### src/verilog/mpmc_consts.svh
`ifndef MPMC_CONSTS_SVH
`define MPMC_CONSTS_SVH

// ==============================
// channel side
// ==============================
`define MPMC_NCH        4
`define MPMC_AW         32
`define MPMC_DW         128
// one select bit per byte lane
`define MPMC_SW         16

// ==============================
// application port
// ==============================
// channel address bits 31..3 with the line offset bit forced low
`define MPMC_APP_AW     29
`define MPMC_FIFO_DEPTH 8
`define MPMC_CMD_WRITE  3'd0
`define MPMC_CMD_READ   3'd1

`endif

### src/verilog/mpmc_pkg.sv
`default_nettype none

`include "mpmc_consts.svh"

package mpmc_pkg;

	// controller sequencing
	typedef enum logic [2:0]
	{
		IDLE,
		PRESET,
		WRITE_CMD,
		WRITE_DATA,
		READ_CMD,
		READ_WAIT
	} mpmc_state_t;

	// index of a requesting channel
	typedef logic [1:0] mpmc_ch_t;

	// one queued line request of 179 bits
	typedef struct packed
	{
		mpmc_ch_t                ch;
		logic                    we;
		logic [`MPMC_AW-1:0]     adr;
		logic [`MPMC_SW-1:0]     sel;
		logic [`MPMC_DW-1:0]     dat;
	} mpmc_req_t;

endpackage

`default_nettype wire

### src/verilog/mpmc_req_arbiter.sv
`default_nettype none

`include "mpmc_consts.svh"

module mpmc_req_arbiter
	import mpmc_pkg::*;
(
	input  wire                                    mem_ui_clk,
	input  wire                                    rst,
	input  wire [`MPMC_NCH-1:0]                    ch_stb,
	input  wire [`MPMC_NCH-1:0]                    ch_we,
	input  wire [`MPMC_NCH-1:0][`MPMC_AW-1:0]      ch_adr,
	input  wire [`MPMC_NCH-1:0][`MPMC_SW-1:0]      ch_sel,
	input  wire [`MPMC_NCH-1:0][`MPMC_DW-1:0]      ch_dat,
	input  wire                                    fifo_full,
	input  wire [`MPMC_NCH-1:0]                    ack_done,
	output logic                                   push,
	output mpmc_req_t                              push_req
);

	logic [`MPMC_NCH-1:0] stb_r;
	logic [`MPMC_NCH-1:0] stb_d;
	logic [`MPMC_NCH-1:0] we_r;
	logic [`MPMC_NCH-1:0][`MPMC_AW-1:0] adr_r;
	logic [`MPMC_NCH-1:0][`MPMC_SW-1:0] sel_r;
	logic [`MPMC_NCH-1:0][`MPMC_DW-1:0] dat_r;
	logic [`MPMC_NCH-1:0] rise;
	logic [`MPMC_NCH-1:0] pending;
	logic [`MPMC_NCH-1:0] queued;
	logic [`MPMC_NCH-1:0] elig;
	mpmc_ch_t last;
	mpmc_ch_t grant;
	mpmc_ch_t idx;
	logic found;

	// ==============================
	// input register and edge detect
	// ==============================
	always_ff @(posedge mem_ui_clk)
	if (rst)
	begin
		stb_r <= '0;
		stb_d <= '0;
	end
	else
	begin
		stb_r <= ch_stb;
		stb_d <= stb_r;
	end

	always_ff @(posedge mem_ui_clk)
	begin
		we_r  <= ch_we;
		adr_r <= ch_adr;
		sel_r <= ch_sel;
		dat_r <= ch_dat;
	end

	assign rise = stb_r & ~stb_d;
	// pending but not yet in the request FIFO
	assign elig = pending & ~queued;

	// ==============================
	// round robin search from the channel after the last winner
	// ==============================
	always_comb
	begin
		grant = last;
		found = 1'b0;
		idx = last;
		for (int i = 1; i <= `MPMC_NCH; i++)
		begin
			idx = last + mpmc_ch_t'(i);
			if (!found && elig[idx])
			begin
				grant = idx;
				found = 1'b1;
			end
		end
	end

	assign push = found & ~fifo_full;

	always_comb
	begin
		push_req.ch  = grant;
		push_req.we  = we_r[grant];
		push_req.adr = adr_r[grant];
		push_req.sel = sel_r[grant];
		push_req.dat = dat_r[grant];
	end

	always_ff @(posedge mem_ui_clk)
	if (rst)
	begin
		pending <= '0;
		queued  <= '0;
		last    <= mpmc_ch_t'(`MPMC_NCH - 1);
	end
	else
	begin
		pending <= (pending | rise) & ~ack_done;
		queued  <= queued & ~ack_done;
		if (push)
		begin
			queued[grant] <= 1'b1;
			last <= grant;
		end
	end

	// a channel keeps one request outstanding until its ack
	a_no_double_pend: assert property (@(posedge mem_ui_clk) disable iff (rst)
		(rise & pending) == '0)
		else $error("new strobe on a channel that is still pending");

endmodule

`default_nettype wire

### src/verilog/mpmc_req_fifo.sv
`default_nettype none

`include "mpmc_consts.svh"

module mpmc_req_fifo
	import mpmc_pkg::*;
(
	input  wire             mem_ui_clk,
	input  wire             rst,
	input  wire             push,
	input  wire mpmc_req_t  push_req,
	input  wire             pop,
	output mpmc_req_t       head,
	output logic            empty,
	output logic            full
);

	localparam int PW = $clog2(`MPMC_FIFO_DEPTH);

	mpmc_req_t mem [`MPMC_FIFO_DEPTH];
	logic [PW-1:0] wr_ptr;
	logic [PW-1:0] rd_ptr;
	logic [PW:0] count;

	always_ff @(posedge mem_ui_clk)
		if (push)
			mem[wr_ptr] <= push_req;

	// pointers wrap naturally since the depth is a power of two
	always_ff @(posedge mem_ui_clk)
	if (rst)
	begin
		wr_ptr <= '0;
		rd_ptr <= '0;
		count  <= '0;
	end
	else
	begin
		if (push)
			wr_ptr <= wr_ptr + 1'b1;
		if (pop)
			rd_ptr <= rd_ptr + 1'b1;
		case ({push, pop})
		2'b10:   count <= count + 1'b1;
		2'b01:   count <= count - 1'b1;
		default: count <= count;
		endcase
	end

	// first word fall through
	assign head  = mem[rd_ptr];
	assign empty = (count == '0);
	assign full  = (count == (PW+1)'(`MPMC_FIFO_DEPTH));

	a_no_overflow: assert property (@(posedge mem_ui_clk) disable iff (rst) !(push && full))
		else $error("request FIFO push while full");
	a_no_underflow: assert property (@(posedge mem_ui_clk) disable iff (rst) !(pop && empty))
		else $error("request FIFO pop while empty");

endmodule

`default_nettype wire

### src/verilog/mpmc_state_machine.sv
`default_nettype none

`include "mpmc_consts.svh"

module mpmc_state_machine
	import mpmc_pkg::*;
(
	input  wire                        mem_ui_clk,
	input  wire                        rst,
	input  wire mpmc_req_t             head,
	input  wire                        empty,
	input  wire                        app_rdy,
	input  wire                        app_wdf_rdy,
	input  wire                        app_rd_data_valid,
	output logic                       pop,
	output logic                       app_en,
	output logic [2:0]                 app_cmd,
	output logic [`MPMC_APP_AW-1:0]    app_addr,
	output logic                       app_wdf_wren,
	output logic                       app_wdf_end,
	output logic [`MPMC_DW-1:0]        app_wdf_data,
	output logic [`MPMC_SW-1:0]        app_wdf_mask,
	output logic                       wr_done,
	output mpmc_ch_t                   cur_ch
);

	mpmc_state_t state;
	logic [`MPMC_DW-1:0] fill_data;

	// unselected byte lanes go out as all ones
	always_comb
	begin
		for (int g = 0; g < `MPMC_SW; g++)
			fill_data[g*8 +: 8] = head.sel[g] ? head.dat[g*8 +: 8] : 8'hFF;
	end

	// head is consumed in the cycle it is latched
	assign pop = (state == PRESET);

	// ==============================
	// sequencing
	// ==============================
	always_ff @(posedge mem_ui_clk)
	if (rst)
	begin
		state        <= IDLE;
		app_en       <= 1'b0;
		app_wdf_wren <= 1'b0;
		app_wdf_end  <= 1'b0;
		wr_done      <= 1'b0;
		cur_ch       <= '0;
	end
	else
	begin
		wr_done <= 1'b0;
		case (state)
		IDLE:
			if (!empty)
				state <= PRESET;
		PRESET:
		begin
			cur_ch <= head.ch;
			app_en <= 1'b1;
			state  <= head.we ? WRITE_CMD : READ_CMD;
		end
		// command held until the port takes it
		WRITE_CMD:
			if (app_rdy)
			begin
				app_en       <= 1'b0;
				app_wdf_wren <= 1'b1;
				app_wdf_end  <= 1'b1;
				state        <= WRITE_DATA;
			end
		// end follows wren on a single beat
		WRITE_DATA:
			if (app_wdf_rdy)
			begin
				app_wdf_wren <= 1'b0;
				app_wdf_end  <= 1'b0;
				wr_done      <= 1'b1;
				state        <= IDLE;
			end
		READ_CMD:
			if (app_rdy)
			begin
				app_en <= 1'b0;
				state  <= READ_WAIT;
			end
		READ_WAIT:
			if (app_rd_data_valid)
				state <= IDLE;
		default:
			state <= IDLE;
		endcase
	end

	// ==============================
	// command and write payload
	// ==============================
	always_ff @(posedge mem_ui_clk)
		if (state == PRESET)
		begin
			app_cmd      <= head.we ? `MPMC_CMD_WRITE : `MPMC_CMD_READ;
			app_addr     <= {head.adr[`MPMC_AW-1:4], 1'b0};
			app_wdf_data <= fill_data;
			app_wdf_mask <= ~head.sel;
		end

	// data phase only starts once the command has been taken
	a_cmd_data_apart: assert property (@(posedge mem_ui_clk) disable iff (rst)
		!(app_en && app_wdf_wren))
		else $error("app_en and app_wdf_wren high together");

endmodule

`default_nettype wire

### src/verilog/mpmc_resp_route.sv
`default_nettype none

`include "mpmc_consts.svh"

module mpmc_resp_route
	import mpmc_pkg::*;
(
	input  wire                                    mem_ui_clk,
	input  wire                                    rst,
	input  wire                                    app_rd_data_valid,
	input  wire [`MPMC_DW-1:0]                     app_rd_data,
	input  wire                                    wr_done,
	input  wire mpmc_ch_t                          cur_ch,
	output logic [`MPMC_NCH-1:0]                   ch_ack,
	output logic [`MPMC_NCH-1:0][`MPMC_DW-1:0]     ch_dat_o,
	output logic [`MPMC_NCH-1:0]                   ack_done
);

	logic rd_valid_r;
	logic [`MPMC_DW-1:0] rd_data_r;
	logic ack_any;

	always_ff @(posedge mem_ui_clk)
	if (rst)
		rd_valid_r <= 1'b0;
	else
		rd_valid_r <= app_rd_data_valid;

	always_ff @(posedge mem_ui_clk)
		if (app_rd_data_valid)
			rd_data_r <= app_rd_data;

	// write done and read return never overlap with one request in flight
	assign ack_any = wr_done | rd_valid_r;

	// ==============================
	// per channel decode
	// ==============================
	always_comb
	begin
		for (int n = 0; n < `MPMC_NCH; n++)
		begin
			ch_ack[n]   = ack_any && (cur_ch == mpmc_ch_t'(n));
			ch_dat_o[n] = (cur_ch == mpmc_ch_t'(n)) ? rd_data_r : '0;
		end
	end

	// clears pending in the arbiter
	assign ack_done = ch_ack;

	a_one_ack: assert property (@(posedge mem_ui_clk) disable iff (rst)
		!(wr_done && rd_valid_r))
		else $error("write and read acknowledge in the same cycle");

endmodule

`default_nettype wire

### src/verilog/mpmc_top.sv
`default_nettype none

`include "mpmc_consts.svh"

module mpmc_top
	import mpmc_pkg::*;
(
	input  wire                                    mem_ui_clk,
	input  wire                                    rst,
	// channel bus
	input  wire [`MPMC_NCH-1:0]                    ch_stb,
	input  wire [`MPMC_NCH-1:0]                    ch_we,
	input  wire [`MPMC_NCH-1:0][`MPMC_AW-1:0]      ch_adr,
	input  wire [`MPMC_NCH-1:0][`MPMC_SW-1:0]      ch_sel,
	input  wire [`MPMC_NCH-1:0][`MPMC_DW-1:0]      ch_dat,
	output logic [`MPMC_NCH-1:0]                   ch_ack,
	output logic [`MPMC_NCH-1:0][`MPMC_DW-1:0]     ch_dat_o,
	// memory application port
	input  wire                                    app_rdy,
	output logic                                   app_en,
	output logic [2:0]                             app_cmd,
	output logic [`MPMC_APP_AW-1:0]                app_addr,
	input  wire                                    app_wdf_rdy,
	output logic                                   app_wdf_wren,
	output logic                                   app_wdf_end,
	output logic [`MPMC_DW-1:0]                    app_wdf_data,
	output logic [`MPMC_SW-1:0]                    app_wdf_mask,
	input  wire                                    app_rd_data_valid,
	input  wire [`MPMC_DW-1:0]                     app_rd_data
);

	logic push;
	mpmc_req_t push_req;
	mpmc_req_t head;
	logic empty;
	logic full;
	logic pop;
	logic wr_done;
	mpmc_ch_t cur_ch;
	logic [`MPMC_NCH-1:0] ack_done;

	mpmc_req_arbiter u_arb (
		.mem_ui_clk (mem_ui_clk),
		.rst        (rst),
		.ch_stb     (ch_stb),
		.ch_we      (ch_we),
		.ch_adr     (ch_adr),
		.ch_sel     (ch_sel),
		.ch_dat     (ch_dat),
		.fifo_full  (full),
		.ack_done   (ack_done),
		.push       (push),
		.push_req   (push_req)
	);

	mpmc_req_fifo u_fifo (
		.mem_ui_clk (mem_ui_clk),
		.rst        (rst),
		.push       (push),
		.push_req   (push_req),
		.pop        (pop),
		.head       (head),
		.empty      (empty),
		.full       (full)
	);

	mpmc_state_machine u_sm (
		.mem_ui_clk        (mem_ui_clk),
		.rst               (rst),
		.head              (head),
		.empty             (empty),
		.app_rdy           (app_rdy),
		.app_wdf_rdy       (app_wdf_rdy),
		.app_rd_data_valid (app_rd_data_valid),
		.pop               (pop),
		.app_en            (app_en),
		.app_cmd           (app_cmd),
		.app_addr          (app_addr),
		.app_wdf_wren      (app_wdf_wren),
		.app_wdf_end       (app_wdf_end),
		.app_wdf_data      (app_wdf_data),
		.app_wdf_mask      (app_wdf_mask),
		.wr_done           (wr_done),
		.cur_ch            (cur_ch)
	);

	mpmc_resp_route u_route (
		.mem_ui_clk        (mem_ui_clk),
		.rst               (rst),
		.app_rd_data_valid (app_rd_data_valid),
		.app_rd_data       (app_rd_data),
		.wr_done           (wr_done),
		.cur_ch            (cur_ch),
		.ch_ack            (ch_ack),
		.ch_dat_o          (ch_dat_o),
		.ack_done          (ack_done)
	);

endmodule

`default_nettype wire

### config.mk
export PLATFORM = sky130hd
export DESIGN_NAME = mpmc_top
export DESIGN_NICKNAME = d
export VERILOG_FILES = /design/src/verilog/mpmc_pkg.sv /design/src/verilog/mpmc_req_arbiter.sv /design/src/verilog/mpmc_req_fifo.sv /design/src/verilog/mpmc_state_machine.sv /design/src/verilog/mpmc_resp_route.sv /design/src/verilog/mpmc_top.sv
export VERILOG_INCLUDE_DIRS = /design/src /design/src/verilog
export SDC_FILE = /design/constraint.sdc
export NUM_CORES = 2
export LEC_CHECK = 0
export BUFFER_PORTS_ARGS = -buffer_cell sky130_fd_sc_hd__buf_4
export CAP_MARGIN = 20
export CORE_AREA = 10 10 593 595
export CTS_CLUSTER_DIAMETER = 150
export DETAILED_ROUTE_END_ITERATION = 6
export DIE_AREA = 0 0 603 605
export SLEW_MARGIN = 20
export SYNTH_ARGS = -nofsm -noshare
export SYNTH_HDL_FRONTEND = slang
export SYNTH_SLANG_ARGS = --single-unit
### constraint.sdc
create_clock -name mem_ui_clk -period 15.8 [get_ports mem_ui_clk]
set_input_delay 0.79 -clock mem_ui_clk [delete_from_list [all_inputs] [get_ports mem_ui_clk]]
set_output_delay 0.79 -clock mem_ui_clk [all_outputs]
set_load 0.01 [all_outputs]
=== Yosys cells after proc, flatten, opt, wreduce, memory -nomap -nowiden ===
Memories as Yosys holds them, arrays and structs flattened. A register that Yosys moved wholly into a read port is not among the register bits.
Cells that the tools add are included.

* Register bits after elaboration: 1,048
* Latch bits: 0
* RAM bits: 1,432
* Bits in read-only memories: 0
* Bits of input ports: 845
* Output and inout bits: 695
* Logic and storage cells: 164
* Memories: 1

* Add/sub/neg operators: 7
* Multipliers: 0
* Div/mod/pow operators: 0
* Magnitude comparators: 6
* Equality and inequality tests: 17
* Shift-type cells: 0
* Mux-type cells: 50
* Bitwise logic cells: 14
* Reductions and logical operators: 22

{| class="wikitable"
|+ Memory list
! memory !! depth !! width !! rd ports !! clocked after Yosys merged registers in !! wr ports !! RTL line !! RTL
|-
| u_fifo.mem || 8 || 179 || 1 || 1 || 1 || mpmc_req_fifo.sv:20 || <nowiki>mpmc_req_t mem [`MPMC_FIFO_DEPTH];</nowiki>
|}

{| class="wikitable"
|+ Operator list
! cell !! number
|-
| $mux W128 || 5
|-
| $bmux W128 S2 || 1
|-
| $bmux W32 S2 || 1
|-
| $bmux W16 S2 || 1
|-
| $mux W32 || 1
|-
| $mux W3 || 8
|-
| $pmux W3 S6 || 1
|-
| $mux W1 || 17
|-
| $and A4 B4 Y4 || 4
|-
| $mux W16 || 1
|-
| $not A16 Y16 || 1
|-
| $lt A2 B3 Y1 const B || 5
|-
| $not A4 Y4 || 3
|-
| $bmux W1 S2 || 5
|-
| $ne A2 B2 Y1 const B || 5
|-
| $logic_and A1 B1 Y1 || 8
|-
| $mux W2 || 4
|-
| $or A4 B4 Y4 || 2
|-
| $pmux W4 S2 || 1
|-
| $add A3 B1 Y3 const B || 2
|-
| $eq A2 B2 Y1 const B || 3
|-
| $eq A3 B2 Y1 const B || 2
|-
| $eq A3 B3 Y1 const B || 2
|-
| $reduce_bool A2 Y1 || 3
|-
| other kinds (23) || 30
|}

=== Logic depth before layout (Yosys ltp) ===
* Word-level depth: 20
* Gate-level depth with buffers: 11

=== Modules after synthesis ===
A second synthesis with hierarchy kept.

* Cell total of the unflattened synthesis: 5,714
* Area, all modules: 92,556.3 sq um

{| class="wikitable"
|+ Modules (own cells, without submodules)
! module !! instances !! cells each !! area an instance (sq um) !! sequential area each (sq um)
|-
| mpmc_req_fifo || 1 || 2,140 || 54,378.4 || 43,261.5
|-
| mpmc_req_arbiter || 1 || 2,476 || 24,214.5 || 14,533.9
|-
| mpmc_resp_route || 1 || 725 || 7,452.1 || 3,863.7
|-
| mpmc_state_machine || 1 || 373 || 6,511.2 || 5,355.1
|}

=== Worst setup path after synthesis ===
OpenSTA, ideal clock, no wires.

* Kind: flip-flop to flip-flop
* Start point: reg u_fifo.count[1]
* End point: mem u_fifo.mem[4][0] (netlist bit), enable pin
* Arrival: 13,169 ps
* Setup slack: 1,707 ps
* Stages on the path, launching flop included: 6
* Clock period less this slack: 14,093 ps
* Cell sequence: dfxtp_1 -> clkbuf_1 -> nor4b_1 -> a41oi_1 -> nand2_1 -> nor3_1

* Word-level cells in the longest chain between the ends: 5

{| class="wikitable"
|+ Ends and longest elaborated chain
! item !! RTL line !! RTL
|-
| start: declaration || mpmc_req_fifo.sv:23 || <nowiki>logic [PW:0] count;</nowiki>
|-
| start signal: assignment || mpmc_req_fifo.sv:44 || <nowiki>2'b10: count <= count + 1'b1;</nowiki>
|-
| start signal: assignment || mpmc_req_fifo.sv:45 || <nowiki>2'b01: count <= count - 1'b1;</nowiki>
|-
| start signal: assignment || mpmc_req_fifo.sv:46 || <nowiki>default: count <= count;</nowiki>
|-
| $eq A4 B4 Y1 || mpmc_req_fifo.sv:53 || <nowiki>assign full = (count == (PW+1)'(`MPMC_FIFO_DEPTH));</nowiki>
|-
| $not A1 Y1 || mpmc_req_arbiter.sv:82 || <nowiki>assign push = found & ~fifo_full;</nowiki>
|-
| $and A1 B1 Y1 || mpmc_req_arbiter.sv:82 ||
|-
| $mux W1 || mpmc_req_fifo.sv:26 || <nowiki>if (push)</nowiki>
|-
| $mux W1 (implied by the code) || mpmc_req_fifo.sv:27 || <nowiki>mem[wr_ptr] <= push_req;</nowiki>
|-
| end: declaration || mpmc_req_fifo.sv:20 ||
|}

Every way passes these cells.

==> metrics.txt <==
status completed; Sequential Area 65800 um2; max-slew violation count 0; CTS Buffer Depth 4; Final nets 7741; Detailed Route Iter0 Violations 4165; Core Rows 214; Clock Skew 0.0584 ns; Worst Setup Start Kind flop; WHS Endpoint u_route.rd_data_r[57]; Netlist cell types 42; All-Layer GR Usage 0.170; Cell Chain, Critical Path buf_4, buf_4, buf_4, buf_4, mux4_2, mux2_2, nand2_1; Final Cycle Share 0.331; Initial Utilization 0.254; Gate Count Post-Synth 4530; global route total overflow 0; Place WS 10.34 ns; DR WL met2 169000 um; # Max-Cap Violations 0; setup TNS 0 ns; Worst Path Required 16.53 ns; maximum number of pins on one net before global-route repair 123; worst setup path class flop to flop; IO Port Bufs 1520; Met1 Wirelength 116000 um; worst vdd ir 117 uV; Placer Congestion 0.955; setup violators final 0; relative slew slack 0.236; biggest area consumer among synthesized cells edfxtp_1; RSZ-0062 raised after global routing no; area delta synth->final 38.9%; H-tree levels 5; P per Cell Area 171 nW/um2; CP peak stage delay 0.88 ns; area of the core 339000 um2; Worst-Margin Slew 1.11 ns; syn_area_per_cell 19.0 um2; area occupied by multi-input gates 19600 um2; Clock Latency Late Sink 0.90 ns; Clock Sink Count 2433; CTS hold repair buffers 726; Main synth FF type edfxtp_1; slack of the worst reg-to-reg path 10.57 ns; Worst path slowest cell buf_4; Post-DP HPWL 229000 um; WL met3 22500 um; EDFF count, synth 1701; WL final 326000 um; vias in the first global route 54536; min cycle time layout 5.23 ns; Chip Height 605 um; filler cell count 31505; post-cts sizing count 0; width of the die 603 um; proportion of layout cells with a drive suffix above 1 0.341; setup bufs post-CTS 0; Worst Hold Class primary input to flop; routed via count 50846; Final Cell Area 120000 um2; # IOs 1540; initial antenna violation count 41; first-pass GRT wire length 443000 um; LEAKAGE 0.0456 uW; Vias/cell 4.34; clock root cell clkbuf_16; Synth Warn # 0; Remaining DRCs 0; crit-path most repeated cell buf_4; clock slew at reported path FFs 0.06 ns; crit path DAT 5.96 ns; post-synthesis sequential area ratio 0.762; Synth async-reset ratio 0; CTS tree built; worst setup margin 10.57 ns; wire per inst 27.9 um; Synth area leaders edfxtp_1 (59%), dfxtp_1 (17%), mux4_2 (9.1%); top cell type's share of synthesized area 0.592; Crit Path Max Fanout 46; number of buffers created by CTS 275; family with the most delay on the worst path buffers and inverters; Worst R2R Path Depth 7; Yosys reg bits 2433; Hold Path Origin app_rd_data[57]; Die Area 365000 um2; mapped cell area 86300 um2; post-route ant nets 0; dpl cell area 103000 um2; crit path buf inv count 4; Hold Path Depth 1; First-pass DRT Iterations 5; Final Hold Viols 0; RR Endpoint u_sm.app_wdf_data[33]; top sig layer met5; CP Capture Type flop; Peak Freq 0.191 GHz
[synth_stat cells, types with 2 or more instances]
| cell type | instances |
|---|---|
| edfxtp_1 | 1701 |
| dfxtp_1 | 732 |
| mux2i_1 | 654 |
| and2_1 | 386 |
| mux4_2 | 350 |
| nand2_1 | 140 |
| clkbuf_1 | 136 |
| and3_1 | 128 |
| buf_2 | 51 |
| buf_1 | 48 |
| mux2_2 | 44 |
| nor2_1 | 29 |
| inv_1 | 20 |
| a21oi_1 | 18 |
| nor2b_1 | 14 |
| nand2b_1 | 11 |
| nor3_1 | 11 |
| o21ai_0 | 10 |
| buf_4 | 5 |
| ha_1 | 5 |
| xor2_1 | 5 |
| nor3b_1 | 3 |
| or3_1 | 3 |
| a211oi_1 | 2 |
| inv_2 | 2 |
| nand3_1 | 2 |
| nand3b_1 | 2 |
| nor4bb_1 | 2 |
| o21a_1 | 2 |
| xnor2_1 | 2 |
[worst max path at each step]
| stage | from | to | cells after the start |
|---|---|---|---|
| after CTS | flop | u_sm.app_wdf_data[33] | 7 |
| after global routing | flop | u_sm.app_wdf_data[56] | 7 |
| after floorplan | u_fifo.count[1] | u_fifo.mem[4][0] | 5 |
| after global placement | flop | u_sm.app_wdf_data[38] | 7 |
| final | flop | u_sm.app_wdf_data[33] | 7 |
| after detailed placement | flop | u_sm.app_wdf_data[33] | 7 |
[cell type report]
class | instances | area share
clock buffer | 369 | 0.0647
sequential | 2433 | 0.549
multi-input combinational | 1837 | 0.163
antenna | 49 | 0.00102
clock inverter | 135 | 0.0130
tap | 4536 | 0.0474
timing repair buffer | 2322 | 0.161
inverter | 22 | 0.000752
[placed cells by master (no fill, tap or decap), drive strengths merged, types with 14 or more instances in the layout]
cell type / count
buf: 1596
bufinv: 17
and3: 128
inv: 36
nand2: 140
nor2b: 14
mux2i: 654
mux2: 44
nor2: 29
mux4: 350
dfxtp: 732
diode: 49
clkbuf: 369
dlygate4sd3: 726
edfxtp: 1701
clkinv: 95
a21oi: 18
and2: 386
[sequential cells by signal, summed over array words and instances (netlist names), named ones only]
register	flops
u_sm.app_cmd	1
u_sm.app_wdf_mask	16
u_arb.last	2
u_arb.adr_r	112
u_route.rd_valid_r	1
u_sm.app_addr	28
u_sm.state	3
u_arb.queued	4
u_sm.wr_done	1
u_sm.app_en	1
u_arb.stb_d	4
u_sm.app_wdf_end	1
u_arb.we_r	4
u_sm.app_wdf_data	128
u_arb.stb_r	4
u_arb.dat_r	512
u_fifo.wr_ptr	3
u_fifo.rd_ptr	3
u_arb.pending	4
u_arb.sel_r	64
u_sm.cur_ch	2
u_route.rd_data_r	128
u_fifo.count	4
u_fifo.mem	1400
[metal layers]
layer  vias up  global-route usage
met4         6              0.0833
met2      2038               0.308
li1      22175                   -
met3       608              0.0422
met5         -                   0
met1     26019               0.186
[logic make-up after synthesis]
kind of cell             Yosys count  share of synthesized area
buffers and inverters            262                     0.0124
other                              1                  0.0000435
AO/OA/AOI/OAI                     40                    0.00297
flip-flops                      2433                      0.762
XOR/XNOR                           7                   0.000711
AND/OR/NAND/NOR                  734                     0.0484
multiplexers                    1048                      0.173
adder cells (fa/ha/maj)            5                   0.000725
[where the power goes]
part           internal, uW  switching (uW)  total (uW)
sequential             8210             399        8610
clock                  3790            2700        6480
combinational          2260            3190        5450
total                 14300            6290       20500
[per-stage QoR]
step           cells  total power, uW  hold WS (ns)   util
2_1_floorplan   4532            11700         0.438      -
3_3_place_gp   10422            14100         0.464  0.304
3_5_place_dp   10422            14200         0.460  0.304
4_1_cts        11652            20900     0.0000187  0.353
5_1_grt        11668            21400        0.0419  0.353
6_report       11703            20500         0.107  0.353
Note: power is estimated with default switching activity, not from simulation.
